==> config.mk <==
export PLATFORM = sky130hd
export DESIGN_NAME = spi_top
export DESIGN_NICKNAME = d
export VERILOG_FILES = /design/src/rtl/spi_reg_pkg.sv /design/src/rtl/spi_seq_pkg.sv /design/src/rtl/spi_ifs.sv /design/src/rtl/spi_bus_regs.sv /design/src/rtl/spi_bit_buf.sv /design/src/rtl/spi_seq_ctrl.sv /design/src/rtl/spi_line_drv.sv /design/src/rtl/spi_top.sv
export SDC_FILE = /design/constraint.sdc
export NUM_CORES = 1
export LEC_CHECK = 0
export ABC_AREA = 1
export BUFFER_PORTS_ARGS = -buffer_cell sky130_fd_sc_hd__buf_2
export CAP_MARGIN = 10
export CORE_MARGIN = 2
export CORE_UTILIZATION = 40
export DETAILED_ROUTE_END_ITERATION = 10
export HOLD_SLACK_MARGIN = 0.08
export SETUP_SLACK_MARGIN = 0.1
export SYNTH_ARGS = -nofsm -noshare
export SYNTH_HDL_FRONTEND = slang
export SYNTH_SLANG_ARGS = --single-unit
==> constraint.sdc <==
create_clock -name SPI_CLK -period 4.1 [get_ports SPI_CLK]
set_input_delay 1.025 -clock SPI_CLK [delete_from_list [all_inputs] [get_ports SPI_CLK]]
set_output_delay 1.025 -clock SPI_CLK [all_outputs]
set_load 0.1 [all_outputs]
==> src/rtl/spi_reg_pkg.sv <==
package spi_reg_pkg;

    // host register map in the low 16 bus addresses.
    typedef enum logic [3:0] {
        REG_RESET   = 4'd0,  // write strobes a soft reset.
        REG_START   = 4'd1,  // write strobes a software start.
        REG_STATUS  = 4'd2,  // bit 0 is the done flag.
        REG_BITS_LO = 4'd3,
        REG_BITS_HI = 4'd4,
        REG_WAIT_LO = 4'd5,
        REG_WAIT_HI = 4'd6,
        REG_REPEAT  = 4'd7,  // zero repeats forever.
        REG_CONF    = 4'd8   // bit 0 enables the external start.
    } reg_addr_e;

    // first address of the transmit buffer.
    localparam int REG_SPACE = 16;

    localparam int BUS_DW = 8;  // host bus is byte wide.

endpackage

==> src/rtl/spi_seq_pkg.sv <==
package spi_seq_pkg;

    // the sequencer either idles, shifts a burst out or sits in the gap.
    typedef enum logic [1:0] {
        SEQ_IDLE  = 2'd0,
        SEQ_SHIFT = 2'd1,
        SEQ_WAIT  = 2'd2
    } seq_state_e;

    // bit, wait and repeat counts all share this width.
    localparam int CNT_W = 16;

endpackage

==> src/rtl/spi_ifs.sv <==
`timescale 1ns/1ps

interface spi_cfg_if import spi_seq_pkg::*; ();
    logic [CNT_W-1:0] bit_out;
    logic [CNT_W-1:0] wait_cnt;
    logic [CNT_W-1:0] repeat_cnt;
    logic             ext_en;
    logic             start;     // one cycle per write to the start register.
    logic             soft_rst;
    logic             done;      // one cycle when the last repeat ends.

    modport regs (output bit_out, wait_cnt, repeat_cnt, ext_en, start, soft_rst, input done);
    modport seq  (input bit_out, wait_cnt, repeat_cnt, ext_en, start, soft_rst, output done);
endinterface

interface spi_buf_bus_if import spi_reg_pkg::*; #(parameter int MEM_BYTES = 16) ();
    logic [$clog2(2*MEM_BYTES)-1:0] byte_addr;  // spans transmit then receive buffer.
    logic                           we;
    logic [BUS_DW-1:0]              wdata;
    logic [BUS_DW-1:0]              rdata;

    modport host (output byte_addr, we, wdata, input rdata);
    modport mem  (input byte_addr, we, wdata, output rdata);
endinterface

interface spi_stream_if import spi_seq_pkg::*; ();
    logic [CNT_W-1:0] bit_addr;
    logic             rx_we;
    logic             sen_int;
    logic             tx_bit;   // data for the address of the previous cycle.
    logic             rx_bit;

    modport seq  (output bit_addr, rx_we, sen_int);
    modport mem  (input bit_addr, rx_we, rx_bit, output tx_bit);
    modport line (input sen_int, tx_bit, output rx_bit);
endinterface

==> src/rtl/spi_bus_regs.sv <==
`timescale 1ns/1ps

module spi_bus_regs import spi_reg_pkg::*, spi_seq_pkg::*; #(
    parameter int MEM_BYTES = 16,
    parameter int ADDR_W    = 16
) (
    input  logic              SPI_CLK,
    input  logic              RST_SYNC,
    input  logic [ADDR_W-1:0] bus_add,
    input  logic [BUS_DW-1:0] bus_data_in,
    output logic [BUS_DW-1:0] bus_data_out,
    input  logic              bus_wr,
    input  logic              bus_rd,
    spi_cfg_if.regs           cfg,
    spi_buf_bus_if.host       buf_bus
);

    localparam int BUF_AW = $clog2(2 * MEM_BYTES);
    localparam logic [ADDR_W-1:0] TX_BASE = ADDR_W'(REG_SPACE);
    localparam logic [ADDR_W-1:0] RX_BASE = ADDR_W'(REG_SPACE + MEM_BYTES);
    localparam logic [ADDR_W-1:0] BUF_END = ADDR_W'(REG_SPACE + 2 * MEM_BYTES);

    // the serial side takes bit 0 of a stored byte first, the bus side the MSB.
    function automatic logic [BUS_DW-1:0] bit_rev(input logic [BUS_DW-1:0] d);
        logic [BUS_DW-1:0] r;
        for (int i = 0; i < BUS_DW; i++) begin
            r[i] = d[BUS_DW-1-i];
        end
        return r;
    endfunction

    reg_addr_e         reg_sel;
    logic [ADDR_W-1:0] buf_off;
    logic [ADDR_W-1:0] rd_addr_q;
    logic [CNT_W-1:0]  bit_out_q;
    logic [CNT_W-1:0]  wait_cnt_q;
    logic [BUS_DW-1:0] repeat_q;
    logic [BUS_DW-1:0] reg_rdata;
    logic [BUS_DW-1:0] reg_rdata_q;
    logic              ext_en_q;
    logic              start_q;
    logic              soft_rst_q;
    logic              done_q;
    logic              reg_wr;
    logic              tx_wr;

    assign reg_sel = reg_addr_e'(bus_add[3:0]);
    assign reg_wr  = bus_wr && (bus_add < TX_BASE);
    assign tx_wr   = bus_wr && (bus_add >= TX_BASE) && (bus_add < RX_BASE);

    always_ff @(posedge SPI_CLK) begin
        if (RST_SYNC) begin
            bit_out_q  <= '0;
            wait_cnt_q <= '0;
            repeat_q   <= '0;
            ext_en_q   <= 1'b0;
            start_q    <= 1'b0;
            soft_rst_q <= 1'b0;
        end else begin
            start_q    <= reg_wr && (reg_sel == REG_START);
            soft_rst_q <= reg_wr && (reg_sel == REG_RESET);
            if (reg_wr) begin
                case (reg_sel)
                    REG_BITS_LO: bit_out_q[BUS_DW-1:0]      <= bus_data_in;
                    REG_BITS_HI: bit_out_q[CNT_W-1:BUS_DW]  <= bus_data_in;
                    REG_WAIT_LO: wait_cnt_q[BUS_DW-1:0]     <= bus_data_in;
                    REG_WAIT_HI: wait_cnt_q[CNT_W-1:BUS_DW] <= bus_data_in;
                    REG_REPEAT:  repeat_q                   <= bus_data_in;
                    REG_CONF:    ext_en_q                   <= bus_data_in[0];
                    default: ;
                endcase
            end
        end
    end

    always_ff @(posedge SPI_CLK) begin
        if (RST_SYNC || soft_rst_q) begin
            done_q <= 1'b1;  // idle reads as done.
        end else if (start_q) begin
            done_q <= 1'b0;
        end else if (cfg.done) begin
            done_q <= 1'b1;
        end
    end

    always_comb begin
        case (reg_sel)
            REG_STATUS:  reg_rdata = {{(BUS_DW-1){1'b0}}, done_q};
            REG_BITS_LO: reg_rdata = bit_out_q[BUS_DW-1:0];
            REG_BITS_HI: reg_rdata = bit_out_q[CNT_W-1:BUS_DW];
            REG_WAIT_LO: reg_rdata = wait_cnt_q[BUS_DW-1:0];
            REG_WAIT_HI: reg_rdata = wait_cnt_q[CNT_W-1:BUS_DW];
            REG_REPEAT:  reg_rdata = repeat_q;
            REG_CONF:    reg_rdata = {{(BUS_DW-1){1'b0}}, ext_en_q};
            default:     reg_rdata = '0;
        endcase
    end

    always_ff @(posedge SPI_CLK) begin
        if (RST_SYNC) begin
            rd_addr_q   <= '0;
            reg_rdata_q <= '0;
        end else if (bus_rd) begin
            rd_addr_q   <= bus_add;
            reg_rdata_q <= reg_rdata;
        end
    end

    // buffer data arrives one cycle after the address, in step with rd_addr_q.
    always_comb begin
        if (rd_addr_q < TX_BASE) begin
            bus_data_out = reg_rdata_q;
        end else if (rd_addr_q < BUF_END) begin
            bus_data_out = bit_rev(buf_bus.rdata);
        end else begin
            bus_data_out = '0;
        end
    end

    assign buf_off           = bus_add - TX_BASE;
    assign buf_bus.byte_addr = buf_off[BUF_AW-1:0];
    assign buf_bus.we        = tx_wr;
    assign buf_bus.wdata     = bit_rev(bus_data_in);

    assign cfg.bit_out    = bit_out_q;
    assign cfg.wait_cnt   = wait_cnt_q;
    assign cfg.repeat_cnt = CNT_W'(repeat_q);
    assign cfg.ext_en     = ext_en_q;
    assign cfg.start      = start_q;
    assign cfg.soft_rst   = soft_rst_q;

endmodule

==> src/rtl/spi_bit_buf.sv <==
`timescale 1ns/1ps

module spi_bit_buf import spi_seq_pkg::*; #(
    parameter int MEM_BYTES = 16
) (
    input  logic       SPI_CLK,
    spi_buf_bus_if.mem buf_bus,
    spi_stream_if.mem  stream
);

    localparam int BIT_AW = $clog2(8 * MEM_BYTES);
    localparam int BUF_AW = $clog2(2 * MEM_BYTES);

    logic [8*MEM_BYTES-1:0] tx_mem;
    logic [8*MEM_BYTES-1:0] rx_mem;
    logic [CNT_W-1:0]       addr_q;
    logic [BUF_AW-1:0]      rx_idx;
    logic                   is_rx;

    assign is_rx  = buf_bus.byte_addr >= BUF_AW'(MEM_BYTES);
    assign rx_idx = buf_bus.byte_addr - BUF_AW'(MEM_BYTES);

    always_ff @(posedge SPI_CLK) begin
        if (buf_bus.we && !is_rx) begin
            tx_mem[8*buf_bus.byte_addr +: 8] <= buf_bus.wdata;
        end
        if (is_rx) begin
            buf_bus.rdata <= rx_mem[8*rx_idx +: 8];
        end else begin
            buf_bus.rdata <= tx_mem[8*buf_bus.byte_addr +: 8];
        end
    end

    // the registered bit address serves both the read and the receive write.
    always_ff @(posedge SPI_CLK) begin
        addr_q <= stream.bit_addr;
        if (stream.rx_we) begin
            rx_mem[addr_q[BIT_AW-1:0]] <= stream.rx_bit;
        end
    end

    assign stream.tx_bit = tx_mem[addr_q[BIT_AW-1:0]];

endmodule

==> src/rtl/spi_seq_ctrl.sv <==
`timescale 1ns/1ps

module spi_seq_ctrl import spi_seq_pkg::*; #(
    parameter int MEM_BYTES = 16
) (
    input  logic       SPI_CLK,
    input  logic       RST_SYNC,
    input  logic       ext_start,
    spi_cfg_if.seq     cfg,
    spi_stream_if.seq  stream
);

    localparam logic [CNT_W-1:0] MAX_BITS = CNT_W'(8 * MEM_BYTES);

    seq_state_e       state;
    logic [CNT_W-1:0] bit_cnt;
    logic [CNT_W-1:0] wait_q;
    logic [CNT_W-1:0] rep_cnt;
    logic [CNT_W-1:0] eff_bits;
    logic [2:0]       ext_ff;
    logic             ext_pulse;
    logic             start_req;
    logic             last_bit;
    logic             last_wait;
    logic             last_burst;
    logic             sen_q;
    logic             done_q;

    always_ff @(posedge SPI_CLK) begin
        if (RST_SYNC) begin
            ext_ff <= '0;
        end else begin
            ext_ff <= {ext_ff[1:0], ext_start};  // two sync stages, then the edge stage.
        end
    end

    assign ext_pulse = ext_ff[1] & ~ext_ff[2];
    assign start_req = cfg.start | (ext_pulse & cfg.ext_en);

    assign eff_bits   = (cfg.bit_out > MAX_BITS) ? MAX_BITS : cfg.bit_out;  // stay in the buffer.
    assign last_bit   = (bit_cnt + CNT_W'(1)) >= eff_bits;
    assign last_wait  = (wait_q + CNT_W'(1)) >= cfg.wait_cnt;
    assign last_burst = (cfg.repeat_cnt != '0) && ((rep_cnt + CNT_W'(1)) >= cfg.repeat_cnt);

    always_ff @(posedge SPI_CLK) begin
        if (RST_SYNC || cfg.soft_rst) begin
            state   <= SEQ_IDLE;
            bit_cnt <= '0;
            wait_q  <= '0;
            rep_cnt <= '0;
            done_q  <= 1'b0;
        end else begin
            done_q <= 1'b0;
            if (start_req) begin
                state   <= SEQ_SHIFT;  // also restarts a run in progress.
                bit_cnt <= '0;
                rep_cnt <= '0;
            end else begin
                case (state)
                    SEQ_SHIFT: begin
                        if (!last_bit) begin
                            bit_cnt <= bit_cnt + CNT_W'(1);
                        end else if (cfg.wait_cnt != '0) begin
                            state  <= SEQ_WAIT;
                            wait_q <= '0;
                        end else if (last_burst) begin
                            state  <= SEQ_IDLE;
                            done_q <= 1'b1;
                        end else begin
                            bit_cnt <= '0;  // back to back bursts without a gap.
                            rep_cnt <= rep_cnt + CNT_W'(1);
                        end
                    end
                    SEQ_WAIT: begin
                        if (!last_wait) begin
                            wait_q <= wait_q + CNT_W'(1);
                        end else if (last_burst) begin
                            state  <= SEQ_IDLE;
                            done_q <= 1'b1;
                        end else begin
                            state   <= SEQ_SHIFT;
                            bit_cnt <= '0;
                            rep_cnt <= rep_cnt + CNT_W'(1);
                        end
                    end
                    default: state <= SEQ_IDLE;
                endcase
            end
        end
    end

    // sen trails the address by a cycle to match the buffer read latency.
    always_ff @(posedge SPI_CLK) begin
        if (RST_SYNC || cfg.soft_rst) begin
            sen_q <= 1'b0;
        end else begin
            sen_q <= (state == SEQ_SHIFT);
        end
    end

    assign stream.bit_addr = bit_cnt;
    assign stream.sen_int  = sen_q;
    assign stream.rx_we    = sen_q;  // one cycle behind bit_addr, as the buffer expects.
    assign cfg.done        = done_q;

endmodule

==> src/rtl/spi_line_drv.sv <==
`timescale 1ns/1ps

module spi_line_drv (
    input  logic       SPI_CLK,
    input  logic       RST_SYNC,
    input  logic       sdo,
    spi_stream_if.line stream,
    output logic       sclk,
    output logic       sdi,
    output logic       sen,
    output logic       sld
);

    logic [1:0] sen_dly;

    // launch on the falling edge so the slave sees stable data at the sclk rise.
    always_ff @(negedge SPI_CLK) begin
        if (RST_SYNC) begin
            sdi <= 1'b0;
            sen <= 1'b0;
        end else begin
            sdi <= stream.tx_bit & stream.sen_int;
            sen <= stream.sen_int;
        end
    end

    assign sclk = SPI_CLK & sen;  // sen only moves while SPI_CLK is low.

    assign stream.rx_bit = sdo & stream.sen_int;  // written into the buffer on the rising edge.

    always_ff @(posedge SPI_CLK) begin
        if (RST_SYNC) begin
            sen_dly <= '0;
            sld     <= 1'b0;
        end else begin
            sen_dly <= {sen_dly[0], stream.sen_int};
            sld     <= sen_dly[1] & ~sen_dly[0];
        end
    end

endmodule

==> src/rtl/spi_top.sv <==
`timescale 1ns/1ps

module spi_top #(
    parameter int MEM_BYTES = 16,
    parameter int ADDR_W    = 16
) (
    input  logic              SPI_CLK,
    input  logic              RST_SYNC,
    input  logic [ADDR_W-1:0] bus_add,
    input  logic [7:0]        bus_data_in,
    output logic [7:0]        bus_data_out,
    input  logic              bus_wr,
    input  logic              bus_rd,
    input  logic              ext_start,
    input  logic              sdo,
    output logic              sclk,
    output logic              sdi,
    output logic              sen,
    output logic              sld
);

    spi_cfg_if                               cfg_if ();
    spi_buf_bus_if #(.MEM_BYTES(MEM_BYTES))  buf_if ();
    spi_stream_if                            stream_if ();

    spi_bus_regs #(
        .MEM_BYTES (MEM_BYTES),
        .ADDR_W    (ADDR_W)
    ) u_bus_regs (
        .SPI_CLK      (SPI_CLK),
        .RST_SYNC     (RST_SYNC),
        .bus_add      (bus_add),
        .bus_data_in  (bus_data_in),
        .bus_data_out (bus_data_out),
        .bus_wr       (bus_wr),
        .bus_rd       (bus_rd),
        .cfg          (cfg_if),
        .buf_bus      (buf_if)
    );

    spi_bit_buf #(
        .MEM_BYTES (MEM_BYTES)
    ) u_bit_buf (
        .SPI_CLK (SPI_CLK),
        .buf_bus (buf_if),
        .stream  (stream_if)
    );

    spi_seq_ctrl #(
        .MEM_BYTES (MEM_BYTES)
    ) u_seq_ctrl (
        .SPI_CLK   (SPI_CLK),
        .RST_SYNC  (RST_SYNC),
        .ext_start (ext_start),
        .cfg       (cfg_if),
        .stream    (stream_if)
    );

    spi_line_drv u_line_drv (
        .SPI_CLK  (SPI_CLK),
        .RST_SYNC (RST_SYNC),
        .sdo      (sdo),
        .stream   (stream_if),
        .sclk     (sclk),
        .sdi      (sdi),
        .sen      (sen),
        .sld      (sld)
    );

endmodule

==> flow_summary.json <==
{
  "peakVddDrop_mv": 0.269,
  "max_slew_margin": 0.431,
  "tightest_slew_ns": 0.853,
  "hp-class": "register to register",
  "core_area_sq_um": 50000,
  "ios": 42,
  "cp-start-kind": "register",
  "dp_hpwl_mm": 49.1,
  "drc": 0,
  "finalHoldViolCount": 0,
  "finalWorstSetupSlack_ns": -0.386,
  "synthArstFlopShare": 0,
  "rr_endpoint": "u_line_drv.sdi",
  "max_stage_delay_ns": 0.34,
  "grt_max_degree": 159,
  "die_w_um": 229,
  "cts_tree": "done",
  "synthFlopType": "edfxtp_1",
  "holdBufCountCts": 0,
  "crit_arrival_ns": 3.46,
  "start_util": 0.404,
  "final_common_cell": "nor2_1",
  "whs_ns": 0.404,
  "rows": 82,
  "overflow": 0,
  "setup_tns_ns": -1.01,
  "clk_pin_slew_ns": 0.06,
  "synthCells": 2386,
  "ys_seq_area_frac": 0.519,
  "required_ns": 3.07,
  "num_vias": 17646,
  "avgRoutedWirePerCell_um": 21.8,
  "grt_usage": 0.257,
  "setup_violations": 4,
  "ant_nets": 0,
  "wirelength_mm": 68.6,
  "dp_slack_ns": -0.0268,
  "power_density_nw_per_um2": 390,
  "crit_path_end_kind": "primary output",
  "cp_slowest_cell": "dfxtp_4",
  "detail_route.iter0.violations": 1871,
  "antenna_found_initial": 4,
  "synth_edf_count": 256,
  "cpLargestDelayFamily": "flip-flops",
  "drive_above_1_share": 0.115,
  "syn_area_sq_um": 20200,
  "hold_path_depth": 2,
  "yosysWarningCount": 0,
  "ys_ff_latch": 395,
  "status": "complete, but fails checks",
  "die_area_sq_um": 52300,
  "grt_pass1_wl_mm": 103,
  "clk_latency_ns": 0.75,
  "avgSynthCellArea_sq_um": 8.46,
  "rsz0062_at_grt": "true",
  "fp.dieH_um": 229,
  "critical_path_peak_fanout": 2,
  "firstDrtPassIters": 5,
  "r2r_slack_ns": 0.18,
  "finalClockSkew_ns": 0.0739,
  "violations": "negative setup slack",
  "r2r-start": "u_bit_buf.addr_q[0]",
  "path_class": "register to primary output",
  "vias_per_cell": 5.60,
  "fin_nets": 2521,
  "final_cell_mix": "nor2_1 (469), nand2_1 (312), edfxtp_1 (256)",
  "grt_pass1_vias": 16966,
  "min_to": "u_seq_ctrl.ext_ff[1]",
  "worst-path-buf-inv": 2,
  "port_buffers": 41,
  "crit_chain": "nand2_4, clkinvlp_4, buf_8",
  "synth_cell_type_count": 55,
  "syn_to_final_growth_pct": 14.8,
  "worstRegToRegCells": 12,
  "max-cap-violations": 0,
  "gp_congestion": 0.934,
  "slew_viol_final": 0,
  "leakagePower_uw": 0.00831,
  "hold_start": "u_seq_ctrl.ext_ff[0]"
}
==> cells in the mapped netlist (3+ instances only) <==
library cell | count | area share
nand2_2 | 8 | 0.0025
buf_2 | 11 | 0.0027
edfxtp_1 | 256 | 0.38
a211oi_1 | 39 | 0.015
o21a_1 | 5 | 0.0019
o21ai_1 | 9 | 0.0022
nand3_1 | 90 | 0.022
ha_1 | 50 | 0.031
nand2_1 | 313 | 0.058
xor2_1 | 26 | 0.011
o211ai_1 | 12 | 0.0045
nand3_2 | 5 | 0.0025
buf_6 | 4 | 0.0022
nor4_1 | 11 | 0.0034
clkinv_1 | 9 | 0.0017
o2bb2ai_1 | 3 | 0.0013
xnor2_1 | 5 | 0.0022
a211oi_2 | 8 | 0.0050
nor2_2 | 9 | 0.0028
a31oi_1 | 14 | 0.0043
dfxtp_1 | 139 | 0.14
o21ai_0 | 180 | 0.045
nor3_1 | 51 | 0.013
inv_2 | 7 | 0.0013
buf_1 | 17 | 0.0032
o2111ai_1 | 3 | 0.0013
nand4_1 | 43 | 0.013
nor2_1 | 470 | 0.087
clkbuf_1 | 87 | 0.016
o221ai_1 | 25 | 0.011
a22o_1 | 4 | 0.0017
o22ai_1 | 51 | 0.016
nor2_4 | 3 | 0.0017
inv_1 | 249 | 0.046
a21oi_1 | 129 | 0.032
a22oi_1 | 19 | 0.0071
==> worst max path at each step <==
| stage | startpoint | depth (start not counted) | slack (ns) | endpoint |
|---|---|---|---|---|
| 4_1_cts | u_line_drv.sen | 3 | -0.40 | sclk |
| 3_5_place_dp | u_bit_buf.addr_q[1] | 12 | -0.03 | u_line_drv.sdi |
| 6_report | u_line_drv.sen | 3 | -0.39 | sclk |
| 5_1_grt | u_line_drv.sen | 3 | -0.42 | sclk |
| 2_1_floorplan | bus_add[1] | 12 | -0.17 | u_bit_buf.tx_mem[24] |
| 3_3_place_gp | u_bit_buf.addr_q[2] | 12 | -0.01 | u_line_drv.sdi |
==> timing repair <==
item	CTS	global route
cloned	0	1
endpoints found under the setup margin	5	24
buffers inserted	1	7
gates resized for setup	9	26
pin swaps	0	3
==> flip-flops by register name (all words and copies together) (netlist names), 2 cells and up <==
signal and count:
u_bus_regs.reg_rdata_q 8, u_seq_ctrl.state 2, u_bus_regs.repeat_q 8, u_bus_regs.cfg.wait_cnt 16, u_line_drv.sen_dly 2, u_seq_ctrl.ext_ff 3, u_bit_buf.rx_mem 128, u_bit_buf.tx_mem 128
u_seq_ctrl.rep_cnt 16, u_seq_ctrl.stream.bit_addr 16, u_bus_regs.cfg.bit_out 16, u_bit_buf.buf_bus.rdata 8, u_seq_ctrl.wait_q 16, u_bus_regs.rd_addr_q 12, u_bit_buf.addr_q 7
==> tightest hold or removal path, stage by stage (launching register included) <==
cell     delay (ns)
dfxtp_1        0.30
inv_1          0.04
nor2_1         0.03
==> cell families (layout without fill, tap and decap cells) <==
group	count (synthesis)	after routing	share of synthesized area
and+or+nand+nor	1013	1014	0.211
AOI/OAI and AO/OA	509	509	0.151
DFF	395	395	0.519
buffers and inverters	387	469	0.0749
adders and majority gates	50	50	0.0310
xor gates and xnor gates	31	31	0.0134
other	1	9	0.000186
==> power by group <==
part / switching (uW) / total (uW) / leakage, uW / internal, uW
clock network: 1760 / 4270 / 0.000808 / 2510
registers: 7.23 / 4210 / 0.00311 / 4210
logic: 432 / 556 / 0.00440 / 124
total: 2200 / 9040 / 0.00831 / 6840
==> layout make-up <==
| type | instances | area (sq um) |
|---|---|---|
| inverter | 263 | 998 |
| multi-input combinational | 1612 | 8360 |
| antenna | 1 | 2.50 |
| sequential | 395 | 10500 |
| clock buffer | 55 | 1270 |
| fill | 4889 | 26800 |
| tap | 672 | 841 |
| clock inverter | 32 | 328 |
| timing repair buffer | 119 | 888 |
==> metal layers <==
| layer | vias up | GRT usage | wire length (um) |
|---|---|---|---|
| met5 | - | 0 | 11 |
| met2 | 700 | 0.435 | 32900 |
| met1 | 8525 | 0.329 | 28200 |
| met3 | 162 | 0.0367 | 4530 |
| met4 | 2 | 0.109 | 2910 |
| li1 | 8257 | - | - |
==> through the flow <==
step / total power (uW) / area [sq um] / util / std cells
CTS: 9080 / 23000 / 0.461 / 3140
finish: 9040 / 23200 / 0.464 / 3149
floorplan: 4650 / 20300 / - / 2393
global route: 9280 / 23200 / 0.464 / 3149
global placement: 4850 / 21400 / 0.429 / 3055
detailed placement: 4850 / 21400 / 0.429 / 3055
Power figures use the tool's default switching activity.
